==> src/hw/noc_axi_defines.svh <==
`ifndef NOC_AXI_DEFINES_SVH
`define NOC_AXI_DEFINES_SVH

`define NOC_ADDR_WIDTH        32
`define NOC_DATA_WIDTH        32
`define NOC_STRB_WIDTH        4
`define NOC_COORD_WIDTH       2
`define NOC_TAG_WIDTH         4
`define NOC_LEN_WIDTH         8
`define NOC_VC_WIDTH          1

// AXI ID carries requester location and tag
`define NOC_AXI_ID_WIDTH      (2 * `NOC_COORD_WIDTH + `NOC_TAG_WIDTH)

`define NOC_FLIT_BODY_WIDTH   64
`define NOC_HEADER_PAD_WIDTH  (`NOC_FLIT_BODY_WIDTH - 10 - `NOC_AXI_ID_WIDTH \
                               - `NOC_VC_WIDTH - `NOC_LEN_WIDTH - `NOC_ADDR_WIDTH)
`define NOC_PAYLOAD_PAD_WIDTH (`NOC_FLIT_BODY_WIDTH - `NOC_DATA_WIDTH - `NOC_STRB_WIDTH)

`endif
==> src/hw/noc_axi_pkg.sv <==
`default_nettype none

`include "noc_axi_defines.svh"

package noc_axi_pkg;

  localparam logic [1:0] NOC_AXI_BURST_INCR = 2'b01;

  typedef struct packed {
    logic [`NOC_COORD_WIDTH-1:0] x;
    logic [`NOC_COORD_WIDTH-1:0] y;
  } noc_location_id;

  typedef enum logic [0:0] {
    NOC_WRITE_REQUEST = 1'b0,
    NOC_RESPONSE      = 1'b1
  } noc_packet_type;

  // Layout of AWID/BID
  typedef struct packed {
    noc_location_id            location;
    logic [`NOC_TAG_WIDTH-1:0] tag;
  } noc_axi_id;

  typedef struct packed {
    noc_packet_type                   packet_type;
    noc_location_id                   destination_id;
    noc_location_id                   source_id;
    logic [`NOC_VC_WIDTH-1:0]         vc;
    logic [`NOC_TAG_WIDTH-1:0]        tag;
    logic [`NOC_LEN_WIDTH-1:0]        burst_length;
    logic [2:0]                       burst_size;
    logic [`NOC_ADDR_WIDTH-1:0]       address;
    logic [1:0]                       status;
    logic [`NOC_HEADER_PAD_WIDTH-1:0] padding;
  } noc_header;

  typedef struct packed {
    logic [`NOC_DATA_WIDTH-1:0] data;
    logic [`NOC_STRB_WIDTH-1:0] byte_enable;
  } noc_payload;

  // Payload view zero padded up to the flit body width
  typedef struct packed {
    logic [`NOC_PAYLOAD_PAD_WIDTH-1:0] padding;
    noc_payload                        payload;
  } noc_payload_word;

  // Header flit and payload flit share one body word
  typedef union packed {
    noc_header       header;
    noc_payload_word payload;
  } noc_flit_body;

  typedef struct packed {
    logic         head;
    logic         tail;
    noc_flit_body body;
  } noc_flit;

endpackage

`default_nettype wire

==> src/hw/noc_packet_if.sv <==
`timescale 1ns/1ps
`default_nettype none

`include "noc_axi_defines.svh"

interface noc_packet_if;
  import noc_axi_pkg::*;

  logic       header_valid;
  logic       header_ready;
  noc_header  header;
  logic       payload_valid;
  logic       payload_ready;
  noc_payload payload;
  logic       payload_last;

  modport sender (
    output header_valid, header,
    input  header_ready,
    output payload_valid, payload, payload_last,
    input  payload_ready
  );

  modport receiver (
    input  header_valid, header,
    output header_ready,
    input  payload_valid, payload, payload_last,
    output payload_ready
  );

endinterface

`default_nettype wire

==> src/hw/noc_axi_write_adapter.sv <==
`timescale 1ns/1ps
`default_nettype none

`include "noc_axi_defines.svh"

module noc_axi_write_adapter (
  input  logic                          i_clk,
  input  logic                          i_reset,
  input  logic [`NOC_COORD_WIDTH-1:0]   i_id_x,
  input  logic [`NOC_COORD_WIDTH-1:0]   i_id_y,
  input  logic [`NOC_VC_WIDTH-1:0]      i_vc,
  input  logic                          i_rx_flit_valid,
  input  noc_axi_pkg::noc_flit          i_rx_flit,
  output logic                          o_rx_flit_ready,
  output logic                          o_tx_flit_valid,
  output noc_axi_pkg::noc_flit          o_tx_flit,
  input  logic                          i_tx_flit_ready,
  output logic                          o_awvalid,
  input  logic                          i_awready,
  output logic [`NOC_AXI_ID_WIDTH-1:0]  o_awid,
  output logic [`NOC_ADDR_WIDTH-1:0]    o_awaddr,
  output logic [`NOC_LEN_WIDTH-1:0]     o_awlen,
  output logic [2:0]                    o_awsize,
  output logic [1:0]                    o_awburst,
  output logic                          o_wvalid,
  input  logic                          i_wready,
  output logic [`NOC_DATA_WIDTH-1:0]    o_wdata,
  output logic [`NOC_STRB_WIDTH-1:0]    o_wstrb,
  output logic                          o_wlast,
  input  logic                          i_bvalid,
  output logic                          o_bready,
  input  logic [`NOC_AXI_ID_WIDTH-1:0]  i_bid,
  input  logic [1:0]                    i_bresp
);
  import noc_axi_pkg::*;

  // Request path
  noc_packet_if request_if ();

  noc_axi_id awid_fields;

  // Requester location and tag ride in AWID
  assign awid_fields.location = request_if.header.source_id;
  assign awid_fields.tag      = request_if.header.tag;

  assign o_awvalid               = request_if.header_valid;
  assign request_if.header_ready = i_awready;
  assign o_awid                  = awid_fields;
  assign o_awaddr                = request_if.header.address;
  assign o_awlen                 = request_if.header.burst_length;
  assign o_awsize                = request_if.header.burst_size;
  assign o_awburst               = NOC_AXI_BURST_INCR;

  assign o_wvalid                 = request_if.payload_valid;
  assign request_if.payload_ready = i_wready;
  assign o_wdata                  = request_if.payload.data;
  assign o_wstrb                  = request_if.payload.byte_enable;
  assign o_wlast                  = request_if.payload_last;

  noc_packet_deserializer u_deserializer (
    .i_clk        (i_clk           ),
    .i_reset      (i_reset         ),
    .i_flit_valid (i_rx_flit_valid ),
    .i_flit       (i_rx_flit       ),
    .o_flit_ready (o_rx_flit_ready ),
    .packet_if    (request_if      )
  );

  // Response path
  noc_packet_if response_if ();

  noc_axi_id bid_fields;
  noc_header response_header;

  assign bid_fields = i_bid;

  always_comb begin
    response_header                = '0;
    response_header.packet_type    = NOC_RESPONSE;
    response_header.destination_id = bid_fields.location;
    response_header.tag            = bid_fields.tag;
    response_header.source_id.x    = i_id_x;
    response_header.source_id.y    = i_id_y;
    response_header.vc             = i_vc;
    response_header.status         = i_bresp;
  end

  assign response_if.header_valid = i_bvalid;
  assign o_bready                 = response_if.header_ready;
  assign response_if.header       = response_header;

  // No data travels with a write response
  assign response_if.payload_valid = 1'b0;
  assign response_if.payload       = '0;
  assign response_if.payload_last  = 1'b0;

  noc_packet_serializer u_serializer (
    .i_clk        (i_clk           ),
    .i_reset      (i_reset         ),
    .packet_if    (response_if     ),
    .o_flit_valid (o_tx_flit_valid ),
    .o_flit       (o_tx_flit       ),
    .i_flit_ready (i_tx_flit_ready )
  );

endmodule

`default_nettype wire

==> src/hw/noc_packet_serializer.sv <==
`timescale 1ns/1ps
`default_nettype none

module noc_packet_serializer (
  input  logic                 i_clk,
  input  logic                 i_reset,
  noc_packet_if.receiver       packet_if,
  output logic                 o_flit_valid,
  output noc_axi_pkg::noc_flit o_flit,
  input  logic                 i_flit_ready
);
  import noc_axi_pkg::*;

  logic    flit_valid;
  noc_flit flit_q;
  logic    header_accept;

  // New header may enter as the held flit leaves
  assign packet_if.header_ready = !flit_valid || i_flit_ready;
  assign header_accept          = packet_if.header_valid && packet_if.header_ready;

  // Responses have no payload
  assign packet_if.payload_ready = 1'b1;

  always_ff @(posedge i_clk) begin
    if (i_reset) begin
      flit_valid <= 1'b0;
    end else if (header_accept) begin
      flit_valid <= 1'b1;
    end else if (i_flit_ready) begin
      flit_valid <= 1'b0;
    end
  end

  // Single flit packet with head and tail both set
  always_ff @(posedge i_clk) begin
    if (header_accept) begin
      flit_q.head        <= 1'b1;
      flit_q.tail        <= 1'b1;
      flit_q.body.header <= packet_if.header;
    end
  end

  assign o_flit_valid = flit_valid;
  assign o_flit       = flit_q;

endmodule

`default_nettype wire

==> src/hw/noc_packet_deserializer.sv <==
`timescale 1ns/1ps
`default_nettype none

module noc_packet_deserializer (
  input  logic                 i_clk,
  input  logic                 i_reset,
  input  logic                 i_flit_valid,
  input  noc_axi_pkg::noc_flit i_flit,
  output logic                 o_flit_ready,
  noc_packet_if.sender         packet_if
);
  import noc_axi_pkg::*;

  logic       expect_head;
  logic       header_valid;
  noc_header  header_q;
  logic       payload_valid;
  noc_payload payload_q;
  logic       payload_last_q;
  logic       header_free;
  logic       payload_free;
  logic       flit_accept;
  logic       head_accept;
  logic       payload_accept;

  // Register can take a flit if empty or draining this cycle
  assign header_free  = !header_valid || packet_if.header_ready;
  assign payload_free = !payload_valid || packet_if.payload_ready;
  assign o_flit_ready = expect_head ? header_free : payload_free;

  assign flit_accept    = i_flit_valid && o_flit_ready;
  assign head_accept    = flit_accept && expect_head;
  assign payload_accept = flit_accept && !expect_head;

  always_ff @(posedge i_clk) begin
    if (i_reset) begin
      expect_head   <= 1'b1;
      header_valid  <= 1'b0;
      payload_valid <= 1'b0;
    end else begin
      // Tail flit ends the packet so the next flit is a head
      if (flit_accept) begin
        expect_head <= i_flit.tail;
      end

      if (head_accept) begin
        header_valid <= 1'b1;
      end else if (packet_if.header_ready) begin
        header_valid <= 1'b0;
      end

      if (payload_accept) begin
        payload_valid <= 1'b1;
      end else if (packet_if.payload_ready) begin
        payload_valid <= 1'b0;
      end
    end
  end

  always_ff @(posedge i_clk) begin
    if (head_accept) begin
      header_q <= i_flit.body.header;
    end
    if (payload_accept) begin
      payload_q      <= i_flit.body.payload.payload;
      payload_last_q <= i_flit.tail;
    end
  end

  assign packet_if.header_valid  = header_valid;
  assign packet_if.header        = header_q;
  assign packet_if.payload_valid = payload_valid;
  assign packet_if.payload       = payload_q;
  assign packet_if.payload_last  = payload_last_q;

endmodule

`default_nettype wire

==> config.mk <==
export PLATFORM = sky130hd
export DESIGN_NAME = noc_axi_write_adapter
export DESIGN_NICKNAME = d
export VERILOG_FILES = /design/src/hw/noc_axi_pkg.sv /design/src/hw/noc_packet_if.sv /design/src/hw/noc_axi_write_adapter.sv /design/src/hw/noc_packet_serializer.sv /design/src/hw/noc_packet_deserializer.sv
export VERILOG_INCLUDE_DIRS = /design/src /design/src/hw
export SDC_FILE = /design/constraint.sdc
export NUM_CORES = 1
export LEC_CHECK = 0
export BUFFER_PORTS_ARGS = -buffer_cell sky130_fd_sc_hd__buf_4
export CAP_MARGIN = 30
export CELL_PAD_IN_SITES_DETAIL_PLACEMENT = 1
export CELL_PAD_IN_SITES_GLOBAL_PLACEMENT = 1
export CORE_ASPECT_RATIO = 1.4
export CORE_MARGIN = 4
export CORE_UTILIZATION = 29
export CTS_CLUSTER_DIAMETER = 60
export DETAILED_ROUTE_END_ITERATION = 10
export GPL_TIMING_DRIVEN = 0
export HOLD_SLACK_MARGIN = 0.02
export PLACE_DENSITY_LB_ADDON = 0.1
export SYNTH_ARGS = -nofsm -noshare
export SYNTH_HDL_FRONTEND = slang
export SYNTH_SLANG_ARGS = --single-unit
==> constraint.sdc <==
create_clock -name i_clk -period 2.75 [get_ports i_clk]
set_input_delay 0.275 -clock i_clk [delete_from_list [all_inputs] [get_ports i_clk]]
set_output_delay 0.275 -clock i_clk [all_outputs]
set_load 0.03 [all_outputs]
# After elaboration in Yosys (flattened, before gate mapping)
# Cells that the tools add are included.
# totals
reg_bits,107
in_bits,88
elab_cells,35
# classes
mux,7
n_reduce_logical,14
# op_table
cell,n
two-way mux 1 bit,7
nonzero test 2 bit,3
logical AND 1 bit,4
zero test 1 bit,4
logical OR 1 bit,3

# Logic depth before layout (Yosys ltp)
# Gate-level depths: netlist of run 1.
# depth
word_depth,6
mapped_depth,3

# Cells and area by module
# A second synthesis of run 1 with hierarchy kept.
# unflattened
hier_cells,197
area_unflattened_um2,5206.2
# modules_own_cells
module,n_inst,cells_per_inst,area_each_um2,seq_area_each_um2
noc_packet_deserializer,1,120,3180.6,3093.0
noc_packet_serializer,1,73,2003.2,1941.9
noc_axi_write_adapter,1,4,22.5,0.0

# Least setup slack after synthesis of run 1
# OpenSTA, ideal clock, no wires.
# synth_path
path_kind,flip-flop to flip-flop
from,"register u_deserializer.header_valid, in the netlist u_deserializer.packet_if.header_valid"
to,register u_deserializer.header_q (netlist bit u_deserializer.packet_if.header[10]) (enable)
setup_ns,0.460
arrival_ns,2.756
required_ns,2.290
setup_slack_ns,-0.466
stages_incl_launch_ff,3
path_buffers,0
synth_period_minus_slack_ns,3.216
cell_sequence,dfxtp_1 > nor2b_2 > nor2_1
# synth_between
elab_chain_len,5
# synth_lines
item,line_no,rtl
start: declaration,noc_packet_deserializer.sv:15,logic header_valid;
start signal: assignment,noc_packet_deserializer.sv:38,header_valid <= 1'b0;
start signal: assignment,noc_packet_deserializer.sv:47,header_valid <= 1'b1;
start signal: assignment,noc_packet_deserializer.sv:49,header_valid <= 1'b0;
zero test 1 bit,noc_packet_deserializer.sv:27,assign header_free = !header_valid || packet_if.header_ready;
logical OR 1 bit,noc_packet_deserializer.sv:27,
two-way mux 1 bit,noc_packet_deserializer.sv:29,assign o_flit_ready = expect_head ? header_free : payload_free;
logical AND 1 bit,noc_packet_deserializer.sv:31,assign flit_accept = i_flit_valid && o_flit_ready;
logical AND 1 bit,noc_packet_deserializer.sv:32,assign head_accept = flit_accept && expect_head;
via u_deserializer.head_accept,noc_packet_deserializer.sv:23,logic head_accept;
end signal: assignment,noc_packet_deserializer.sv:62,header_q <= i_flit.body.header;
end: declaration,noc_packet_deserializer.sv:16,noc_header header_q;
# The timed path passes the listed nets, and every way through them passes these cells.
# A chain may end at the register's enable or synchronous reset.

# Worst setup path in the final report of run 1
# layout_path
from,register u_deserializer.expect_head
to,register u_deserializer.header_q (netlist bit u_deserializer.packet_if.header[15]) (enable)
# layout_between
elab_chain_len,3
# layout_lines
item,line_no,rtl
start: declaration,noc_packet_deserializer.sv:14,logic expect_head;
start signal: assignment,noc_packet_deserializer.sv:43,expect_head <= i_flit.tail;
two-way mux 1 bit,noc_packet_deserializer.sv:29,
logical AND 1 bit,noc_packet_deserializer.sv:31,
logical AND 1 bit *,noc_packet_deserializer.sv:32,
via u_deserializer.head_accept,noc_packet_deserializer.sv:23,
# Mark *: on every way through the listed nets, which the timed path passes. The rest lies on a longest branch.

==> flow_summary.yaml, run 1 <==
logic_synthesis:
  synth_cell_type_count: 16
  synthTopCellsByArea: "edfxtp_1 (84%), buf_4 (11%), dfxtp_1 (2.2%), a21oi_1 (0.54%), nand2b_1 (0.34%)"
  ys_seq_area_share_pct: 86.1
  yosysWarnings: 0
  synth_most_common_cell: "edfxtp_1"
  netlist_area_sq_mm: 0.00369
  synthArstFlopShare_pct: 0
  yosysTopAreaCellShare_pct: 83.9
  synth_commonest_cells: "edfxtp_1 (103), buf_4 (53), a21oi_1 (4), dfxtp_1 (4), nor2_1 (3)"
  avgSynthCellArea_sq_um: 20.3
  synth_seq_cells: 107
  synth-edff-count: 103
  synth_top_area_cell: "edfxtp_1"
  synth_cells: 182
  ys.flop_type: "edfxtp_1"
timing:
  min_period_ns: 1.74
  tightestPinTransition_ns: 0.724
  skew_ns: 0.00699
  hold_viol_final: 0
  clock.fmax_mhz: 576
  fin_crit_sh_pct: 63.2
  slew_viol_final: 0
  timing.final.ws_setup_ns: 1.01
  slew_headroom_pct: 51.6
  rsz0062_at_grt: "false"
  tns_ns: 0
  finalSetupViolCount: 0
routing:
  first_pass_iters: 4
  dr_total_vias: 2264
  first_iter_violations: 34
  antenna_left: 0
  via_per_inst: 3.84
  drt_wl_total_um: 9290
  drc_errors: 0
  avgRoutedWirePerCell_um: 15.8
grt:
  met1_usage_pct: 12.6
  grt_pass1_vias: 2381
  grt_max_degree: 30
  use_met2_pct: 20.6
  grt_usage_pct: 12.1
  gr-usage-met3_pct: 5.90
  grt_first_pass_wirelength_um: 13000
  grt_antenna_before_repair: 0
  busiest_layer: "met2"
  gr-total-overflow: 0
hold_path:
  hold_class: "in -> reg"
  min_to: "u_deserializer.packet_if.header[48]"
  hp-start: "i_rx_flit[48]"
  min_path_cells: 1
layout:
  fin_util_pct: 47.2
  drive_gt1_share_pct: 59.9
  antenna_cells: 0
  syn_to_final_growth_pct: 58.2
  layout.nets: 522
  postLayoutCellArea_sq_mm: 0.00583
clocking:
  cts.sinks: 107
  insertion_delay_ns: 0.34
  clock_path_buffers: 2
  cts_tree: "built"
  cts_buffers: 9
  cts_hold_buf: 0
  cts.clk_slew.worst_paths_ns: 0.07
  post_cts.repair.setup_buffers: 0
  cts_root_buf: "clkbuf_16"
  cts_resized: 0
  cts-htree-levels: 3
floorplanning:
  die_h_um: 141
  initial_core_util_pct: 29.8
  io-pin-count: 249
  core-area_sq_mm: 0.0124
  die_area_sq_mm: 0.0146
  num_rows: 48
  die_w_um: 103
pwr:
  peakVddDrop_uv: 263
  power.leakage_nw: 2.58
  powerDensity_mw_per_mm2: 647
placement:
  placed_cell_area_sq_mm: 0.00553
  place.gp.congestion: 0.660
  post-place-ws_ns: 0.974
  port_buffers: 188
  dp_hpwl_um: 7400
flow_run:
  maxCapViolCount: 0
worst_setup_path:
  cp-end-kind: "flop"
  worstSetupPathType: "reg -> reg"
  cp.required_ns: 2.78
  worstSetupStartpointType: "flop"
  r2r_cells: 3
  worstPathArrival_ns: 1.77
  cp_max_fo: 29
  reg2reg_slack_ns: 1.01
  r2r-end: "u_deserializer.packet_if.header[15]"
  r2r_start: "u_deserializer.expect_head"
outcome:
  status: "completed"
-- state kept, by name, summed over array words and instances, names as in the netlist --
signal / count
u_deserializer.packet_if.header_valid: 1
u_deserializer.packet_if.header: 51
u_deserializer.packet_if.payload_last: 1
u_deserializer.packet_if.payload: 36
u_deserializer.expect_head: 1
u_serializer.o_flit_valid: 1
u_serializer.o_flit: 15
u_deserializer.packet_if.payload_valid: 1
-- cell usage in the layout (no fill, tap or decap) --
cell type and count:
a21oi_2 1, nand2_1 1, a21oi_1 4, clkinv_4 2, buf_4 241, inv_1 2, nor2_4 1, nor2_1 2
dfxtp_1 4, and2_1 1, clkbuf_16 9, bufinv_16 1, inv_6 1, conb_1 53, clkinv_2 1, nor2b_2 1
clkbuf_1 1, nand3_1 2, o21ai_1 1, edfxtp_1 103, buf_12 2, nand2b_1 2, inv_8 1, nand2b_2 1
nor2b_4 1
-- area by class of cell --
| cell class | instances | area, sq um |
|---|---|---|
| fill | 1267 | 6540 |
| sequential | 107 | 3170 |
| buffer | 53 | 398 |
| tap | 150 | 188 |
| timing repair buffer | 190 | 1450 |
| clock inverter | 6 | 72.6 |
| inverter | 2 | 7.51 |
| clock buffer | 10 | 229 |
| multi-input combinational | 71 | 315 |
-- through the flow --
step	hold WS (ns)	cells	total power (W)
floorplan	0.337	233	0.00229
global placement	0.454	571	0.00252
detailed placement	0.454	573	0.00253
CTS	0.0879	589	0.00384
global route	0.0856	589	0.00394
finish	0.105	589	0.00378
-- worst max path at each step --
stage                                                 startpoint  slack (ns)                                   to  cells after the start
after floorplan           u_deserializer.packet_if.payload_valid        0.05  u_deserializer.packet_if.payload[0]                      2
after global placement                u_deserializer.expect_head       -1.14  u_deserializer.packet_if.payload[9]                      2
after detailed placement              u_deserializer.expect_head        0.97  u_deserializer.packet_if.header[38]                      3
after CTS                             u_deserializer.expect_head        0.95  u_deserializer.packet_if.header[15]                      3
after global routing                  u_deserializer.expect_head        0.86  u_deserializer.packet_if.header[15]                      3
final                                 u_deserializer.expect_head        1.01  u_deserializer.packet_if.header[15]                      3
-- power breakdown --
group	internal (W)	total, W	switching (W)
clock network	0.000718	0.00129	0.000569
registers	0.00188	0.00190	0.0000229
logic	0.000225	0.000585	0.000360
total	0.00282	0.00378	0.000952
-- kinds of logic (layout without fill, tap and decap cells) --
family / after synthesis / after routing / share of synthesized area, %
flops: 107 / 107 / 86.1
buf+inv: 55 / 261 / 11.0
simple gates: 12 / 12 / 1.83
compound gates: 6 / 6 / 0.916
other cells: 2 / 53 / 0.204
-- routing by layer --
metal | share of wire [%] | up-vias
met4 | 1.4 | 0
met1 | 34 | 1033
met5 | 0 | -
li1 | - | 1063
met2 | 50 | 160
met3 | 15 | 8
-- critical path, cell delays in order (launching register included) --
cell     delay [ns]
dfxtp_1        0.43
nand2_1        0.12
nor2_4         0.57
buf_12         0.28
No activity file was read; power rests on OpenSTA's default activity.
==> inputs of run 2 (changes only) <==
--- a/config.mk
+++ b/config.mk
@@ -12,7 +12,7 @@
 export CELL_PAD_IN_SITES_GLOBAL_PLACEMENT = 1
 export CORE_ASPECT_RATIO = 1.4
 export CORE_MARGIN = 4
-export CORE_UTILIZATION = 29
+export CORE_UTILIZATION = 32
 export CTS_CLUSTER_DIAMETER = 60
 export DETAILED_ROUTE_END_ITERATION = 10
 export GPL_TIMING_DRIVEN = 0
==> constraint.sdc (replaced) <==
create_clock -name i_clk -period 1.6 [get_ports i_clk]
set_input_delay 0.16 -clock i_clk [delete_from_list [all_inputs] [get_ports i_clk]]
set_output_delay 0.16 -clock i_clk [all_outputs]
set_load 0.03 [all_outputs]
==> flow_summary.yaml, run 2 (synthesis results as in run 1) <==
outcome:
  status: "completed"
timing:
  tns_ns: 0
  slew_headroom_pct: 50.8
  fin_crit_sh_pct: 91.4
  slew_viol_final: 0
  whs_ns: 0.0798
  rsz0062_at_grt: "false"
  tightestPinTransition_ns: 0.739
  clock.fmax_mhz: 684
  min_period_ns: 1.46
  skew_ns: 0.00654
  hold_viol_final: 0
  finalSetupViolCount: 0
floorplanning:
  core-area_sq_mm: 0.0113
  die_area_sq_mm: 0.0133
  num_rows: 46
  initial_core_util_pct: 32.7
  io-pin-count: 249
  die_h_um: 135
  die_w_um: 98.7
grt:
  grt_usage_pct: 15.6
  gr-total-overflow: 0
  grt_antenna_before_repair: 0
  grt_first_pass_wirelength_um: 15700
  grt_pass1_vias: 2802
  grt_max_degree: 30
worst_setup_path:
  cp_max_fo: 29
  crit_cells: 3
  cp.required_ns: 1.64
  worstSetupPathType: "reg -> reg"
  critPathBufInv: 1
  crit_path_start: "u_deserializer.expect_head"
  critPathTopFamily: "simple AND/OR/NAND/NOR gates"
  reg2reg_slack_ns: 0.14
  cp-end-kind: "flop"
  worstSetupStartpointType: "flop"
  crit_path_top_delay_cell: "dfxtp_2"
  r2r_cells: 3
  critPathMaxStageDelay_ns: 0.38
  r2r_start: "u_deserializer.expect_head"
  path_cells: "nand2_1 -> nor2_4 -> buf_12"
  worstPathArrival_ns: 1.51
layout:
  largest_register_ffs: 51
  postLayoutCellArea_sq_mm: 0.00661
  final_cell_mix: "buf_4 (241), edfxtp_1 (103), dlygate4sd3_1 (75), conb_1 (53), clkbuf_16 (9)"
  nFillCells: 1141
  instances_no_fill: 660
  top_register: "u_deserializer.packet_if.header"
  layout_commonest_cell: "buf_4"
  syn_to_final_growth_pct: 79.3
  drive_gt1_share_pct: 52.1
  layout.nets: 599
  antenna_cells: 0
flow_run:
  maxCapViolCount: 0
placement:
  port_buffers: 188
  dp_hpwl_um: 7320
  placed_cell_area_sq_mm: 0.00554
  dp_cells: 567
  place.gp.congestion: 0.722
routing:
  first_iter_violations: 65
  drc_errors: 0
  first_pass_iters: 6
  dr_total_vias: 2577
  avgRoutedWirePerCell_um: 15.9
  antenna_left: 0
  drt_wl_total_um: 10500
  via_per_inst: 3.90
clocking:
  cts_tree: "built"
  cts-htree-levels: 3
  cts_resized: 0
  clock_path_buffers: 2
  cts.clk_slew.worst_paths_ns: 0.07
  cts.sinks: 107
  cts_buffers: 9
  cts_root_buf: "clkbuf_16"
  insertion_delay_ns: 0.34
pwr:
  power.leakage_nw: 2.90
  finalPower_w: 0.00656
  peakVddDrop_uv: 485
  powerDensity_mw_per_mm2: 993
hold_path:
  hp-start: "i_bvalid"
  hold_class: "in -> reg"
  min_path_cells: 3
-- run 2: area by class of cell --
cell class	instances	area (sq um)	share of cell area, %
multi-input cells	72	327	4.94
repair buffers	266	2230	33.7
clock buffers	9	225	3.41
inverters	2	7.51	0.114
flip-flops and latches	107	3180	48.1
plain buffers	53	398	6.02
well taps	144	180	2.73
clock inverters	7	63.8	0.965
-- run 2: path summary, 6_finish.rpt --
check,to
max,u_deserializer.packet_if.header[30]
min,u_serializer.o_flit_valid
max reg2reg,u_deserializer.packet_if.header[30]
min reg2reg,u_deserializer.expect_head
-- run 2: power by group --
| group | switching (W) | internal [W] | total [W] |
|---|---|---|---|
| clock | 0.00103 | 0.00108 | 0.00211 |
| sequential | 0.0000421 | 0.00323 | 0.00328 |
| combinational | 0.000665 | 0.000512 | 0.00118 |
| total | 0.00173 | 0.00483 | 0.00656 |
-- run 2: layer usage --
layer	vias to the layer above	wire length (um)	track usage, %
met5	-	0	0
met4	0	145	5.09
met3	10	1070	6.15
met2	154	5540	27.5
met1	1196	3760	17.1
li1	1217	-	-
-- run 2: timing repair --
item                                   4_1_cts  5_1_grt
hold buffers                                75        0
setup endpoints to repair                   48        0
endpoints found under the hold margin      106        0
buffers inserted                             1        0
-- run 2: through the flow --
step	setup WS (ns)	utilization, %
floorplan	-0.0682	-
global placement	-0.441	48.7
detailed placement	-0.0922	49.1
CTS	0.109	58.6
global route	0.0454	58.6
finish	0.137	58.6
-- run 2: tightest hold or removal path: cells and delay by family --
family / cells / cell delay, ns
buffers and inverters: 2 / 0.15
AO/OA/AOI/OAI: 1 / 0.06
==> inputs of run 3 (changes only) <==
--- a/config.mk
+++ b/config.mk
@@ -7,8 +7,8 @@
 export NUM_CORES = 1
 export LEC_CHECK = 0
 export BUFFER_PORTS_ARGS = -buffer_cell sky130_fd_sc_hd__buf_4
-export CAP_MARGIN = 30
-export CELL_PAD_IN_SITES_DETAIL_PLACEMENT = 1
+export CAP_MARGIN = 20
+export CELL_PAD_IN_SITES_DETAIL_PLACEMENT = 0
 export CELL_PAD_IN_SITES_GLOBAL_PLACEMENT = 1
 export CORE_ASPECT_RATIO = 1.4
 export CORE_MARGIN = 4
==> flow_summary.yaml, run 3 (synthesis results as in run 1) <==
routing:
  first_iter_violations: 49
  wl_met2_um: 4730
  met3WireLength_um: 1070
  drc_errors: 0
  top_layer_used: "met4"
  first_pass_iters: 4
  via_per_inst: 3.84
  met1Wirelength_um: 3290
  dr_total_vias: 2533
  avgRoutedWirePerCell_um: 14.0
  drt_wl_total_um: 9240
  antenna_left: 0
layout:
  top_register: "u_deserializer.packet_if.header"
  antenna_cells: 0
  postLayoutCellArea_sq_mm: 0.00662
  drive_gt1_share_pct: 51.9
  nFillCells: 930
  multi_input_area_sq_um: 327
  layout.nets: 599
  final_cell_mix: "buf_4 (241), edfxtp_1 (103), dlygate4sd3_1 (75), conb_1 (53), clkbuf_16 (9)"
  fin_util_pct: 58.7
  layout_commonest_cell: "buf_4"
  regArea_sq_mm: 0.00318
  syn_to_final_growth_pct: 79.6
  largest_register_ffs: 51
placement:
  place.gp.congestion: 0.722
  dp_hpwl_um: 6670
  port_buffers: 188
  placed_cell_area_sq_mm: 0.00554
outcome:
  status: "completed"
grt:
  gr-total-overflow: 0
  grt_usage_pct: 13.7
  grt_pass1_vias: 2742
  grt_antenna_before_repair: 0
  grt_first_pass_wirelength_um: 13900
  grt_max_degree: 30
floorplanning:
  die_w_um: 98.7
  initial_core_util_pct: 32.7
  die_h_um: 135
  core-area_sq_mm: 0.0113
  die_area_sq_mm: 0.0133
  num_rows: 46
  io-pin-count: 249
pwr:
  peakVddDrop_uv: 473
  powerDensity_mw_per_mm2: 1000
  power.leakage_nw: 2.91
timing:
  finalSetupViolCount: 0
  hold_viol_final: 0
  fin_crit_sh_pct: 92.3
  clock.fmax_mhz: 677
  min_period_ns: 1.48
  rsz0062_at_grt: "false"
  slew_headroom_pct: 55.6
  tightestPinTransition_ns: 0.666
  slew_viol_final: 0
  skew_ns: 0.00510
clocking:
  insertion_delay_ns: 0.33
  clock_path_buffers: 2
  cts_root_buf: "clkbuf_16"
  cts_tree: "built"
  cts-htree-levels: 3
  cts.sinks: 107
  cts_buffers: 9
  cts.clk_slew.worst_paths_ns: 0.07
worst_setup_path:
  worstPathArrival_ns: 1.51
  worstSetupPathType: "reg -> reg"
  cp.required_ns: 1.64
  worstSetupStartpointType: "flop"
  cp_max_fo: 29
  cp-end-kind: "flop"
hold_path:
  hold_class: "in -> reg"
flow_run:
  maxCapViolCount: 0
run 3: cell type report:
cell class	count	share of cell area (%)
clock buffers	10	3.46
flip-flops and latches	107	48.0
inverters	2	0.113
multi-input cells	72	4.93
well taps	144	2.72
plain buffers	53	6.01
repair buffers	266	33.7
clock inverters	6	1.10
run 3: power by group:
group          internal [W]  switching [W]
Sequential          0.00323      0.0000373
Clock               0.00124       0.000977
Combinational      0.000512       0.000653
Total               0.00498        0.00167
run 3: routing by layer:
layer	up-vias	global-route usage, %
met2	159	23.4
met4	0	6.23
met1	1139	14.9
met3	14	5.43
met5	-	0
li1	1221	-
run 3: critical path: stages (launching register included):
cell and delay, ns:
dfxtp_2 0.38, nand2_1 0.15, nor2_4 0.38, buf_12 0.26
run 3: per-stage QoR:
| step | TNS, ns | hold WS, ns | cells | setup slack (ns) | total power, W |
|---|---|---|---|---|---|
| finish | 0 | 0.0661 | 660 | 0.123 | 0.00665 |
| global route | 0 | 0.0659 | 660 | 0.0356 | 0.00694 |
| CTS | 0 | 0.0495 | 660 | 0.0899 | 0.00675 |
| detailed placement | -4.09 | 0.339 | 567 | -0.0894 | 0.00434 |
| global placement | -33.14 | 0.338 | 565 | -0.441 | 0.00432 |
| floorplan | -3.48 | 0.215 | 233 | -0.0682 | 0.00393 |
run 3: what timing repair did:
item | in CTS | in global routing
endpoints found under the hold margin | 106 | 0
gates resized for setup | 0 | 0
setup endpoints to repair | 48 | 0
buffers inserted | 1 | 0
hold buffers | 75 | 0
run 3: path summary, 6_finish.rpt:
kind                              startpoint                                   to  slack, ns  depth (start not counted)
hold reg to reg   u_deserializer.expect_head           u_deserializer.expect_head       0.53                          2
hold / removal                      i_bvalid            u_serializer.o_flit_valid       0.07                          3
setup reg to reg  u_deserializer.expect_head  u_deserializer.packet_if.header[20]       0.12                          3
setup / recovery  u_deserializer.expect_head  u_deserializer.packet_if.header[20]       0.12                          3
